### src/rtl/ex_mem_pkg.sv
package ex_mem_pkg;

    typedef logic [3:0] wstrb_t;

    localparam wstrb_t WSTRB_FULL = 4'b1111;

    // byte and halfword lane patterns before shifting into place
    localparam wstrb_t WSTRB_BYTE = 4'b0001;
    localparam wstrb_t WSTRB_HALF = 4'b0011;

    typedef enum logic [6:0] {
        EXC_NONE = 7'h00,
        EXC_ALE  = 7'h09
    } exc_cause_e;

    // upper address half of the uncached window
    localparam logic [15:0] UNCACHED_PREFIX = 16'hbfaf;

endpackage

### src/rtl/ex_op_pkg.sv
package ex_op_pkg;

    localparam int DIV_STEPS = 32;

    typedef logic [31:0] word_t;

    typedef enum logic [5:0] {
        ALU_ADD, ALU_SUB, ALU_SLT, ALU_SLTU,
        ALU_AND, ALU_OR, ALU_NOR, ALU_XOR,
        ALU_SLL, ALU_SRL, ALU_SRA,
        ALU_LU12I, ALU_PCADDU12I,
        ALU_DIVW, ALU_MODW, ALU_DIVWU, ALU_MODWU,
        ALU_BEQ, ALU_BNE, ALU_BLT, ALU_BGE, ALU_BLTU, ALU_BGEU,
        ALU_B, ALU_BL, ALU_JIRL,
        ALU_LDB, ALU_LDBU, ALU_LDH, ALU_LDHU, ALU_LDW, ALU_LLW,
        ALU_STB, ALU_STH, ALU_STW, ALU_SCW,
        ALU_NOP
    } alu_op_e;

    typedef enum logic [2:0] {
        SEL_REGULAR,
        SEL_DIV,
        SEL_BRANCH,
        SEL_LOAD_STORE,
        SEL_NONE
    } alu_sel_e;

    // one instruction word, read through whichever format the op uses
    typedef union packed {
        struct packed {
            logic [9:0]  opcode;
            logic [11:0] si12;
            logic [4:0]  rj;
            logic [4:0]  rd;
        } fmt_ri12;
        struct packed {
            logic [7:0]  opcode;
            logic [13:0] si14;
            logic [4:0]  rj;
            logic [4:0]  rd;
        } fmt_ri14;
        struct packed {
            logic [5:0]  opcode;
            logic [15:0] offs16;
            logic [4:0]  rj;
            logic [4:0]  rd;
        } fmt_ri16;
        // offs26 upper bits sit in the low field
        struct packed {
            logic [5:0]  opcode;
            logic [15:0] offs_lo;
            logic [9:0]  offs_hi;
        } fmt_i26;
        struct packed {
            logic [6:0]  opcode;
            logic [19:0] si20;
            logic [4:0]  rd;
        } fmt_ri20;
    } inst_word_u;

endpackage

### src/rtl/alu.sv
`timescale 1ns/1ps

module alu (
    input  logic                   clk,
    input  logic                   rst_n_i,
    input  logic                   ex_valid_i,
    input  ex_op_pkg::word_t       pc_i,
    input  ex_op_pkg::inst_word_u  inst_i,
    input  ex_op_pkg::alu_op_e     aluop_i,
    input  ex_op_pkg::alu_sel_e    alusel_i,
    input  ex_op_pkg::word_t       reg1_i,
    input  ex_op_pkg::word_t       reg2_i,
    input  logic                   pre_taken_i,
    input  ex_op_pkg::word_t       pre_target_i,
    input  logic                   ll_bit_i,
    input  logic                   mem_addr_ok_i,
    output logic                   pause_o,
    output logic                   branch_flush_o,
    output ex_op_pkg::word_t       branch_target_o,
    output logic                   mem_valid_o,
    output logic                   mem_we_o,
    output logic                   mem_uncached_o,
    output ex_op_pkg::word_t       mem_addr_o,
    output ex_op_pkg::word_t       mem_wdata_o,
    output ex_mem_pkg::wstrb_t     mem_wstrb_o,
    output ex_op_pkg::word_t       wb_data_o,
    output logic                   exc_o,
    output ex_mem_pkg::exc_cause_e exc_cause_o
);
    import ex_op_pkg::*;
    import ex_mem_pkg::*;

    word_t      alu_res;
    word_t      quotient;
    word_t      remainder;
    word_t      link;
    word_t      lsu_addr;
    word_t      lsu_wdata;
    wstrb_t     lsu_wstrb;
    exc_cause_e lsu_cause;
    logic       lsu_is_mem;
    logic       lsu_we;
    logic       lsu_exc;
    logic       is_div_op;
    logic       div_signed;
    logic       div_start;
    logic       div_busy;
    logic       div_done;

    regular_alu i_regular_alu (
        .aluop_i (aluop_i),
        .inst_i  (inst_i),
        .pc_i    (pc_i),
        .reg1_i  (reg1_i),
        .reg2_i  (reg2_i),
        .result_o(alu_res)
    );

    assign is_div_op  = aluop_i inside {ALU_DIVW, ALU_MODW, ALU_DIVWU, ALU_MODWU};
    assign div_signed = aluop_i inside {ALU_DIVW, ALU_MODW};
    // done blocks a restart in its own cycle
    assign div_start  = ex_valid_i && is_div_op && !div_busy && !div_done;

    div_alu i_div_alu (
        .clk        (clk),
        .rst_n_i    (rst_n_i),
        .start_i    (div_start),
        .signed_i   (div_signed),
        .dividend_i (reg1_i),
        .divisor_i  (reg2_i),
        .busy_o     (div_busy),
        .done_o     (div_done),
        .quotient_o (quotient),
        .remainder_o(remainder)
    );

    branch_alu i_branch_alu (
        .aluop_i     (aluop_i),
        .inst_i      (inst_i),
        .pc_i        (pc_i),
        .reg1_i      (reg1_i),
        .reg2_i      (reg2_i),
        .pre_target_i(pre_target_i),
        .pre_taken_i (pre_taken_i),
        .valid_i     (ex_valid_i),
        .flush_o     (branch_flush_o),
        .target_o    (branch_target_o),
        .link_o      (link)
    );

    lsu_agen i_lsu_agen (
        .aluop_i    (aluop_i),
        .inst_i     (inst_i),
        .reg1_i     (reg1_i),
        .reg2_i     (reg2_i),
        .ll_bit_i   (ll_bit_i),
        .is_mem_o   (lsu_is_mem),
        .we_o       (lsu_we),
        .addr_o     (lsu_addr),
        .wdata_o    (lsu_wdata),
        .wstrb_o    (lsu_wstrb),
        .exc_o      (lsu_exc),
        .exc_cause_o(lsu_cause)
    );

    assign exc_o       = ex_valid_i && lsu_exc;
    assign exc_cause_o = exc_o ? lsu_cause : EXC_NONE;

    // cache request, held by upstream while it waits
    assign mem_valid_o    = ex_valid_i && lsu_is_mem && !lsu_exc;
    assign mem_we_o       = mem_valid_o && lsu_we;
    assign mem_uncached_o = mem_valid_o && (lsu_addr[31:16] == UNCACHED_PREFIX);
    assign mem_addr_o     = lsu_addr;
    assign mem_wdata_o    = lsu_wdata;
    assign mem_wstrb_o    = lsu_wstrb;

    assign pause_o = div_start || div_busy || (mem_valid_o && !mem_addr_ok_i);

    always_comb begin
        case (alusel_i)
            SEL_REGULAR: wb_data_o = alu_res;
            SEL_DIV: begin
                if (!div_done) begin
                    wb_data_o = '0;
                end else if (aluop_i inside {ALU_DIVW, ALU_DIVWU}) begin
                    wb_data_o = quotient;
                end else begin
                    wb_data_o = remainder;
                end
            end
            SEL_BRANCH:     wb_data_o = link;
            SEL_LOAD_STORE: wb_data_o = (aluop_i == ALU_SCW) ? {31'b0, ll_bit_i} : '0;
            default:        wb_data_o = '0;
        endcase
    end

endmodule

### src/rtl/branch_alu.sv
`timescale 1ns/1ps

module branch_alu (
    input  ex_op_pkg::alu_op_e    aluop_i,
    input  ex_op_pkg::inst_word_u inst_i,
    input  ex_op_pkg::word_t      pc_i,
    input  ex_op_pkg::word_t      reg1_i,
    input  ex_op_pkg::word_t      reg2_i,
    input  ex_op_pkg::word_t      pre_target_i,
    input  logic                  pre_taken_i,
    input  logic                  valid_i,
    output logic                  flush_o,
    output ex_op_pkg::word_t      target_o,
    output ex_op_pkg::word_t      link_o
);
    import ex_op_pkg::*;

    word_t       offs16_ext;
    word_t       offs26_ext;
    logic [25:0] offs26;
    word_t       seq_pc;
    word_t       jump_target;
    logic        is_branch;
    logic        taken;

    assign offs26     = {inst_i.fmt_i26.offs_hi, inst_i.fmt_i26.offs_lo};
    assign offs16_ext = {{14{inst_i.fmt_ri16.offs16[15]}}, inst_i.fmt_ri16.offs16, 2'b00};
    assign offs26_ext = {{4{offs26[25]}}, offs26, 2'b00};
    assign seq_pc     = pc_i + 32'd4;

    always_comb begin
        is_branch   = 1'b1;
        jump_target = pc_i + offs16_ext;
        case (aluop_i)
            ALU_BEQ:  taken = reg1_i == reg2_i;
            ALU_BNE:  taken = reg1_i != reg2_i;
            ALU_BLT:  taken = $signed(reg1_i) < $signed(reg2_i);
            ALU_BGE:  taken = $signed(reg1_i) >= $signed(reg2_i);
            ALU_BLTU: taken = reg1_i < reg2_i;
            ALU_BGEU: taken = reg1_i >= reg2_i;
            ALU_B, ALU_BL: begin
                taken       = 1'b1;
                jump_target = pc_i + offs26_ext;
            end
            ALU_JIRL: begin
                taken       = 1'b1;
                jump_target = reg1_i + offs16_ext;
            end
            default: begin
                is_branch = 1'b0;
                taken     = 1'b0;
            end
        endcase
    end

    assign target_o = taken ? jump_target : seq_pc;
    assign link_o   = seq_pc;

    // wrong direction, or right direction with a stale target
    assign flush_o = valid_i && is_branch &&
                     ((taken != pre_taken_i) ||
                      (taken && pre_taken_i && (jump_target != pre_target_i)));

endmodule

### src/rtl/div_alu.sv
`timescale 1ns/1ps

module div_alu (
    input  logic             clk,
    input  logic             rst_n_i,
    input  logic             start_i,
    input  logic             signed_i,
    input  ex_op_pkg::word_t dividend_i,
    input  ex_op_pkg::word_t divisor_i,
    output logic             busy_o,
    output logic             done_o,
    output ex_op_pkg::word_t quotient_o,
    output ex_op_pkg::word_t remainder_o
);
    import ex_op_pkg::*;

    logic                           busy_q;
    logic                           done_q;
    logic [$clog2(DIV_STEPS)-1:0]   step_q;

    word_t rem_q;
    word_t quo_q;
    word_t div_q;
    logic  neg_quo_q;
    logic  neg_rem_q;

    word_t       dividend_mag;
    word_t       divisor_mag;
    logic [32:0] rem_shift;
    logic [33:0] trial;

    // operand magnitudes, only negated for signed ops
    assign dividend_mag = (signed_i && dividend_i[31]) ? -dividend_i : dividend_i;
    assign divisor_mag  = (signed_i && divisor_i[31]) ? -divisor_i : divisor_i;

    // bring down the next dividend bit and try the subtract
    assign rem_shift = {rem_q, quo_q[31]};
    assign trial     = {1'b0, rem_shift} - {2'b0, div_q};

    always_ff @(posedge clk or negedge rst_n_i) begin
        if (!rst_n_i) begin
            busy_q <= 1'b0;
            done_q <= 1'b0;
            step_q <= '0;
        end else begin
            done_q <= 1'b0;
            if (busy_q) begin
                step_q <= step_q + 1'b1;
                if (step_q == ($clog2(DIV_STEPS))'(DIV_STEPS - 1)) begin
                    busy_q <= 1'b0;
                    done_q <= 1'b1;
                end
            end else if (start_i) begin
                busy_q <= 1'b1;
                step_q <= '0;
            end
        end
    end

    always_ff @(posedge clk) begin
        if (busy_q) begin
            if (!trial[33]) begin
                rem_q <= trial[31:0];
                quo_q <= {quo_q[30:0], 1'b1};
            end else begin
                rem_q <= rem_shift[31:0];
                quo_q <= {quo_q[30:0], 1'b0};
            end
        end else if (start_i) begin
            rem_q     <= '0;
            quo_q     <= dividend_mag;
            div_q     <= divisor_mag;
            // zero divisor keeps the all-ones quotient unsigned
            neg_quo_q <= signed_i && (dividend_i[31] ^ divisor_i[31]) && (divisor_i != '0);
            neg_rem_q <= signed_i && dividend_i[31];
        end
    end

    assign busy_o = busy_q;
    assign done_o = done_q;

    // truncating result, remainder follows the dividend sign
    assign quotient_o  = neg_quo_q ? -quo_q : quo_q;
    assign remainder_o = neg_rem_q ? -rem_q : rem_q;

endmodule

### src/rtl/lsu_agen.sv
`timescale 1ns/1ps

module lsu_agen (
    input  ex_op_pkg::alu_op_e      aluop_i,
    input  ex_op_pkg::inst_word_u   inst_i,
    input  ex_op_pkg::word_t        reg1_i,
    input  ex_op_pkg::word_t        reg2_i,
    input  logic                    ll_bit_i,
    output logic                    is_mem_o,
    output logic                    we_o,
    output ex_op_pkg::word_t        addr_o,
    output ex_op_pkg::word_t        wdata_o,
    output ex_mem_pkg::wstrb_t      wstrb_o,
    output logic                    exc_o,
    output ex_mem_pkg::exc_cause_e  exc_cause_o
);
    import ex_op_pkg::*;
    import ex_mem_pkg::*;

    word_t si12_ext;
    word_t si14_ext;
    word_t addr_ri12;
    word_t addr_ri14;
    logic  misaligned;

    assign si12_ext  = {{20{inst_i.fmt_ri12.si12[11]}}, inst_i.fmt_ri12.si12};
    assign si14_ext  = {{16{inst_i.fmt_ri14.si14[13]}}, inst_i.fmt_ri14.si14, 2'b00};
    assign addr_ri12 = reg1_i + si12_ext;
    assign addr_ri14 = reg1_i + si14_ext;

    always_comb begin
        is_mem_o   = 1'b1;
        we_o       = 1'b0;
        addr_o     = addr_ri12;
        wdata_o    = '0;
        wstrb_o    = WSTRB_FULL;
        misaligned = 1'b0;
        case (aluop_i)
            ALU_LDB, ALU_LDBU: begin
                misaligned = 1'b0;
            end
            ALU_LDH, ALU_LDHU: begin
                misaligned = addr_ri12[0];
            end
            ALU_LDW: begin
                misaligned = addr_ri12[1:0] != 2'b00;
            end
            ALU_LLW: begin
                addr_o     = addr_ri14;
                misaligned = addr_ri14[1:0] != 2'b00;
            end
            ALU_STB: begin
                we_o    = 1'b1;
                wdata_o = {24'b0, reg2_i[7:0]} << {addr_ri12[1:0], 3'b000};
                wstrb_o = WSTRB_BYTE << addr_ri12[1:0];
            end
            ALU_STH: begin
                we_o       = 1'b1;
                wdata_o    = {16'b0, reg2_i[15:0]} << {addr_ri12[1], 4'b0000};
                wstrb_o    = WSTRB_HALF << {addr_ri12[1], 1'b0};
                misaligned = addr_ri12[0];
            end
            ALU_STW: begin
                we_o       = 1'b1;
                wdata_o    = reg2_i;
                misaligned = addr_ri12[1:0] != 2'b00;
            end
            ALU_SCW: begin
                // store only goes out while the LL bit holds
                is_mem_o   = ll_bit_i;
                we_o       = ll_bit_i;
                addr_o     = addr_ri14;
                wdata_o    = reg2_i;
                misaligned = addr_ri14[1:0] != 2'b00;
            end
            default: begin
                is_mem_o = 1'b0;
            end
        endcase
    end

    assign exc_o       = is_mem_o && misaligned;
    assign exc_cause_o = exc_o ? EXC_ALE : EXC_NONE;

endmodule

### src/rtl/regular_alu.sv
`timescale 1ns/1ps

module regular_alu (
    input  ex_op_pkg::alu_op_e    aluop_i,
    input  ex_op_pkg::inst_word_u inst_i,
    input  ex_op_pkg::word_t      pc_i,
    input  ex_op_pkg::word_t      reg1_i,
    input  ex_op_pkg::word_t      reg2_i,
    output ex_op_pkg::word_t      result_o
);
    import ex_op_pkg::*;

    word_t      imm_u12;
    logic [4:0] shamt;
    word_t      sum;
    word_t      diff;
    logic       lt_signed;
    logic       lt_unsigned;

    // si20 placed in the upper bits
    assign imm_u12 = {inst_i.fmt_ri20.si20, 12'b0};
    assign shamt   = reg2_i[4:0];

    assign sum  = reg1_i + reg2_i;
    assign diff = reg1_i - reg2_i;

    assign lt_signed   = $signed(reg1_i) < $signed(reg2_i);
    assign lt_unsigned = reg1_i < reg2_i;

    always_comb begin
        case (aluop_i)
            ALU_ADD:       result_o = sum;
            ALU_SUB:       result_o = diff;
            ALU_SLT:       result_o = {31'b0, lt_signed};
            ALU_SLTU:      result_o = {31'b0, lt_unsigned};
            ALU_AND:       result_o = reg1_i & reg2_i;
            ALU_OR:        result_o = reg1_i | reg2_i;
            ALU_NOR:       result_o = ~(reg1_i | reg2_i);
            ALU_XOR:       result_o = reg1_i ^ reg2_i;
            ALU_SLL:       result_o = reg1_i << shamt;
            ALU_SRL:       result_o = reg1_i >> shamt;
            ALU_SRA:       result_o = word_t'($signed(reg1_i) >>> shamt);
            ALU_LU12I:     result_o = imm_u12;
            // pc-relative upper immediate
            ALU_PCADDU12I: result_o = pc_i + imm_u12;
            default:       result_o = '0;
        endcase
    end

endmodule

### config.mk
export PLATFORM = sky130hd
export DESIGN_NAME = alu
export DESIGN_NICKNAME = d
export VERILOG_FILES = /design/src/rtl/ex_mem_pkg.sv /design/src/rtl/ex_op_pkg.sv /design/src/rtl/alu.sv /design/src/rtl/branch_alu.sv /design/src/rtl/div_alu.sv /design/src/rtl/lsu_agen.sv /design/src/rtl/regular_alu.sv
export SDC_FILE = /design/constraint.sdc
export NUM_CORES = 2
export LEC_CHECK = 0
export ABC_AREA = 1
export BUFFER_PORTS_ARGS = -buffer_cell sky130_fd_sc_hd__buf_2
export CAP_MARGIN = 25
export CELL_PAD_IN_SITES_DETAIL_PLACEMENT = 1
export CELL_PAD_IN_SITES_GLOBAL_PLACEMENT = 2
export CORE_ASPECT_RATIO = 0.5
export CORE_MARGIN = 1
export CORE_UTILIZATION = 29
export DETAILED_ROUTE_END_ITERATION = 8
export PLACE_DENSITY_LB_ADDON = 0.08
export SYNTH_ARGS = -nofsm -noshare
export SYNTH_HDL_FRONTEND = slang
export SYNTH_HIERARCHICAL = 1
export SYNTH_SLANG_ARGS = --single-unit
export TNS_END_PERCENT = 30
### constraint.sdc
create_clock -name clk -period 4.73 [get_ports clk]
set_input_delay 0.946 -clock clk [delete_from_list [all_inputs] [get_ports clk]]
set_output_delay 0.946 -clock clk [all_outputs]
set_load 0.03 [all_outputs]
# --- Word level (Yosys, flattened, before mapping) ---
# Index checks and enable logic that the tools add are counted.
word_totals:
  regBits: 105
  in_bits: 175
  output_inout_bits: 145
op_classes:
  add_sub_neg: 15
  n_lt_le_gt_ge: 4
  n_eq_ne: 44
  shift: 7
  mux: 34
  n_bitwise: 6
  reduce_logical: 44
ops:
  columns: ["cell", "count"]
  rows:
  - ["$mux 32", 13]
  - ["$pmux 32 s13", 1]
  - ["$add 32x32->32", 7]
  - ["$neg 32->32", 4]
  - ["$pmux 32 s4", 1]
  - ["$eq 6x5->1 const B", 16]
  - ["$pmux 32 s3", 1]
  - ["$ge 32x32->1", 2]
  - ["$lt 32x32->1", 2]
  - ["$ne 32x32->1", 2]
  - ["$pmux 32 s2", 1]
  - ["$eq 6x4->1 const B", 8]
  - ["$sub 33x32->34", 1]
  - ["$add 32x3->32 const B", 1]
  - ["$and 32x32->32", 1]
  - ["$eq 32x32->1", 1]
  - ["$not 32->32", 1]
  - ["$or 32x32->32", 1]
  - ["$reduce_bool 32->1", 1]
  - ["$shl 16x5->32", 1]
  - ["$shl 32x5->32", 1]
  - ["$shl 8x5->32", 1]
  - ["$shr 32x5->32", 1]
  - ["$sshr 32x5->32", 1]
  - ["other kinds (35)", 84]

# --- Logic depth before layout (Yosys ltp) ---
depth:
  depth_word: 8
  depth_mapped: 30
  mapped_depth_nobuf: 28

# --- Cells and area by module ---
# Netlist, hierarchy kept.
modules_own_cells:
  columns: ["module", "n_inst", "cells_per_inst", "area_each_um2", "seq_area_each_um2"]
  rows:
  - ["regular_alu", 1, 2476, 11969.0, 0.0]
  - ["div_alu", 1, 1563, 10093.4, 3118.0]
  - ["branch_alu", 1, 1544, 7618.6, 0.0]
  - ["lsu_agen", 1, 1145, 5606.6, 0.0]
  - ["alu", 1, 300, 1407.6, 0.0]

# --- Worst setup path before layout ---
# OpenSTA, ideal clock, no wires.
synth_timing:
  kind: "input to output"
  startpoint: "input port aluop_i[5]"
  endpoint: "output port branch_flush_o"
  arrival_ps: 4051
  setup_slack_ps: -267
  stages: 29
  n_path_buf: 2
  cell_sequence: "inv_1 nand2_1 nor2_1 nand2_1 inv_1 buf_2 clkbuf_1 o21ai_0 ha_1 fa_1 nand2_1 nand2_1 nand3b_1 nand2_1 nand2_1 nand2_1 nand2_1 nand2_1 nand2_1 nand3_1 nand2_1 nand2_1 nand2_1 nor2_1 nand2_1 nor2_1 nand2_1 nand2_1 a21oi_1"
synth_via:
  elab_chain_cells: 7
  word_cells_on_any_way: 22
  classes_between: "11 x eq/ne; 3 x mux; 8 x reduce/logical"
synth_rtl:
  columns: ["item", "line", "source"]
  rows:
  - ["from (decl)", "alu.sv:9", "input ex_op_pkg::alu_op_e aluop_i,"]
  - ["$eq 6x5->1", "branch_alu.sv:34", "case (aluop_i)"]
  - ["$reduce_or 2->1 or $reduce_or 3->1 (tied branches)", null, null]
  - ["$pmux 32 s2 or $pmux 1 s7 (tied branches)", "branch_alu.sv:34", null]
  - ["$ne 32x32->1 or $logic_and 1x1->1 (tied branches)", "branch_alu.sv:62", "(taken && pre_taken_i && (jump_target != pre_target_i)));"]
  - ["$logic_and 1x1->1", "branch_alu.sv:62", null]
  - ["$logic_or 1x1->1", "branch_alu.sv:61", "((taken != pre_taken_i) ||"]
  - ["$logic_and 1x1->1 *", "branch_alu.sv:60", "assign flush_o = valid_i && is_branch &&"]
  - ["to (decl)", "alu.sv:18", "output logic branch_flush_o,"]
# Mark *: on every way between the ends. The rest lies on a longest branch, timed or not.

# --- Worst setup path in the final report ---
# Same ends and word-level chain as after synthesis.

==> impl_metrics.py <==
metrics = {
    "run_status": {
        "status": "complete, but fails checks",
        "violations": "design-rule violations, negative setup slack",
    },
    "drt": {
        "avgRoutedWirePerCell_um": 26.00,
        "wl_met2_um": 109600,
        "num_vias": 53950,
        "vias_per_cell": 5.333,
        "wl_met1_um": 117000,
        "routed.top_layer": "met5",
        "drc": 12,
        "postRouteWirelength_um": 263000,
        "wl_met3_um": 25250,
        "drtIter0Drc": 5078,
        "drt_pass1_iterations": 7,
        "postRouteAntennaNets": 0,
    },
    "synthesis": {
        "yosys-top-cells-area": "nand2_1, nand3_1, inv_1",
        "synth_edf_count": 98,
        "synthArstFlopShare": 0.06667,
        "synthXorXnorAreaFrac": 0.03457,
        "avgSynthCellArea_um2": 5.221,
        "synthAdderAreaFrac": 0.1101,
        "synthMuxAreaShare": 0,
        "seq_area_frac_synth": 0.08497,
        "synth_top_family_by_area": "simple AND/OR/NAND/NOR gates",
        "ys_warn_count": 6,
        "synthFlopType": "edfxtp_1",
        "synth_compound_area_frac": 0.09394,
        "synth_top_area_cell": "nand2_1",
        "synth_top_cell_area_share": 0.2666,
        "netlist_area_um2": 36700,
        "yosys.area_share.simple": 0.5323,
        "ys_ff_latch": 105,
        "synth_cells": 7028,
        "ys_types": 69,
    },
    "power": {
        "seqPwrFrac": 0.178,
        "peakVddDrop_v": 0.0002451,
        "internal_power_mw": 5.215,
        "leakagePower_nw": 29.45,
        "power_mw": 12.04,
        "pwr-share-comb": 0.755,
        "p_clk_frac": 0.068,
        "p_sw_mw": 6.821,
        "p_per_area_nw_per_um2": 228.9,
        "switching_share": 0.5667,
    },
    "setup_path": {
        "crit_path_start": "aluop_i[5]",
        "slowest_delay_ns": 0.37,
        "rr_worst_depth": 14,
        "reg2reg_from": "i_div_alu/rem_q[3]$_SDFFCE_PN0P_",
        "cp_common_cell": "nand2_4",
        "r2r_slack_ns": 1.37,
        "critPathMaxFanout": 7,
        "end_kind": "output pin",
        "crit_type": "input pin to output pin",
        "timing.rr.end": "i_div_alu/rem_q[4]$_SDFFCE_PN0P_",
        "worstPathRequired_ns": 3.78,
        "critical_path_arrival_ns": 4.13,
        "slowest_stage": "fa_2",
        "start_kind": "input pin",
    },
    "placement": {
        "dp_cells": 10040,
        "port_buffers": 308,
        "gp_congestion": 1.055,
        "dp_hpwl_um": 228000,
        "placed_area_um2": 49300,
        "place_ws_ns": -0.8662,
    },
    "timing": {
        "whs_ns": 0.3838,
        "fin_crit_ns": 5.081,
        "min_period_over_period": 1.074,
        "clock_skew_ns": 0.01648,
        "relSlewSlack": 0.3898,
        "slew_viol_final": 0,
        "worstMarginPinSlew_ns": 0.9131,
        "setup_slack_ns": -0.3507,
        "rsz0062_at_grt": "yes",
        "maxClockFrequency_mhz": 196.8,
        "setup_viol": 16,
        "finalHoldViolations": 0,
    },
    "final_layout": {
        "drive_gt1_frac": 0.2571,
        "nets": 8923,
        "area_delta_synth_final_pct": 43.30,
        "final_cells": 10120,
        "final_area_um2": 52580,
        "final_cell_mix": "nand2_1, buf_4, inv_1",
        "layout_commonest_cell": "nand2_1",
    },
    "hold_path": {
        "hp-class": "input pin to asynchronous set/reset pin",
    },
    "grt": {
        "grt_pass1_wl_um": 365500,
        "grt_start_max_net_pins": 65,
        "grt_pass1_vias": 53050,
        "grtUsageTotal": 0.3920,
        "grt_overflow": 0,
        "antenna_found_initial": 14,
    },
    "clock_tree": {
        "cts_made_buffers": 9,
        "clk_path_buf_depth": 2,
        "hold_buffers": 0,
        "cts_tree": "done",
        "cts.sinks": 105,
        "clk_pin_slew_ns": 0.08,
        "clock-root-buffer": "clkbuf_16",
        "htreeDepth": 3,
        "clock_latency_ns": 0.38,
    },
    "floorplanning": {
        "start_util": 0.2951,
        "fp.dieArea_um2": 128000,
        "row_count": 91,
        "ios": 320,
        "dieHeight_um": 253.5,
        "coreArea_um2": 124300,
        "fp.dieW_um": 505.1,
    },
    "run": {
        "maxCapViolCount": 0,
    },
}
## cells by family after synthesis
| kind of cell | after synthesis |
|---|---|
| buffers and inverters | 1324 |
| DFF | 105 |
| adders and majority gates | 318 |
| and+or+nand+nor | 4520 |
| AOI/OAI and AO/OA | 616 |
| other | 1 |
| xor gates and xnor gates | 144 |
## critical path: cells and delay by family
family,cells,cell delay [ns]
simple gates,18,1.65
buf+inv,6,0.66
fa+ha+maj,2,0.54
compound gates,3,0.31
## sequential cells by signal (all words and copies together), names as in the netlist
signal               count
i_div_alu/quo_q         32
i_div_alu/busy_o         1
i_div_alu/neg_quo_q      1
i_div_alu/done_o         1
i_div_alu/rem_q         32
i_div_alu/div_q         32
i_div_alu/neg_rem_q      1
i_div_alu/step_q         5
## worst max path at each step
stage | end | slack [ns] | cells after the start
6_report | branch_flush_o | -0.35 | 29
5_1_grt | branch_flush_o | -0.48 | 31
4_1_cts | branch_flush_o | -0.31 | 30
3_5_place_dp | branch_flush_o | -0.87 | 31
3_3_place_gp | branch_flush_o | -0.82 | 32
2_1_floorplan | mem_uncached_o | 0.02 | 13
## final cells by class
| class | count | area (um2) |
|---|---|---|
| Antenna cell | 8 | 20.02 |
| Clock buffer | 9 | 225.2 |
| Clock inverter | 7 | 87.58 |
| Fill cell | 17360 | 71750 |
| Inverter | 1138 | 4287 |
| Multi-Input combinational cell | 5603 | 30150 |
| Sequential cell | 105 | 3118 |
| Tap cell | 1674 | 2095 |
| Timing Repair Buffer | 1573 | 12610 |
## Yosys cell counts, types with 21 or more instances
cell / number
ha_1: 310
o21bai_1: 23
nand3_1: 894
nand4_1: 84
nor3_1: 69
inv_1: 1106
xnor2_1: 32
edfxtp_1: 98
nand2_1: 2606
inv_2: 28
buf_4: 29
buf_2: 65
or2_0: 27
o211ai_1: 21
o21ai_1: 21
xor2_1: 111
clkbuf_1: 58
nand3b_1: 58
and2_1: 31
nor2_1: 607
a21oi_1: 260
o21ai_0: 205
nor2_2: 23
## metal layers
layer | up-vias | GRT usage
met4 | 6 | 0.1470
met1 | 26380 | 0.5333
met2 | 2051 | 0.5978
li1 | 25090 | -
met5 | - | 0
met3 | 422 | 0.08957
## per-stage QoR
step / util / setup TNS [ns]
after floorplan: - / 0
after global placement: 0.3965 / -11.88
after detailed placement: 0.3965 / -14.90
after CTS: 0.4063 / -0.5594
after global routing: 0.4228 / -2.381
final: 0.4229 / -0.9246
## timing repair
| item | CTS | global route |
|---|---|---|
| gates resized for setup | 211 | 509 |
| endpoints found under the setup margin | 71 | 65 |
| buffers inserted | 18 | 32 |
| pin swaps | 70 | 164 |
| cloned | 2 | 5 |
## power groups by stage
| stage | registers (mW) | clock network [mW] | logic (mW) |
|---|---|---|---|
| after floorplan | 1.83 | 0 | 4.81 |
| after global placement | 2.12 | 0 | 8.19 |
| after detailed placement | 2.13 | 0 | 8.42 |
| after CTS | 2.12 | 0.833 | 8.60 |
| after global routing | 2.15 | 0.866 | 9.78 |
| final | 2.14 | 0.814 | 9.08 |
(Power assumes the default switching activity.)
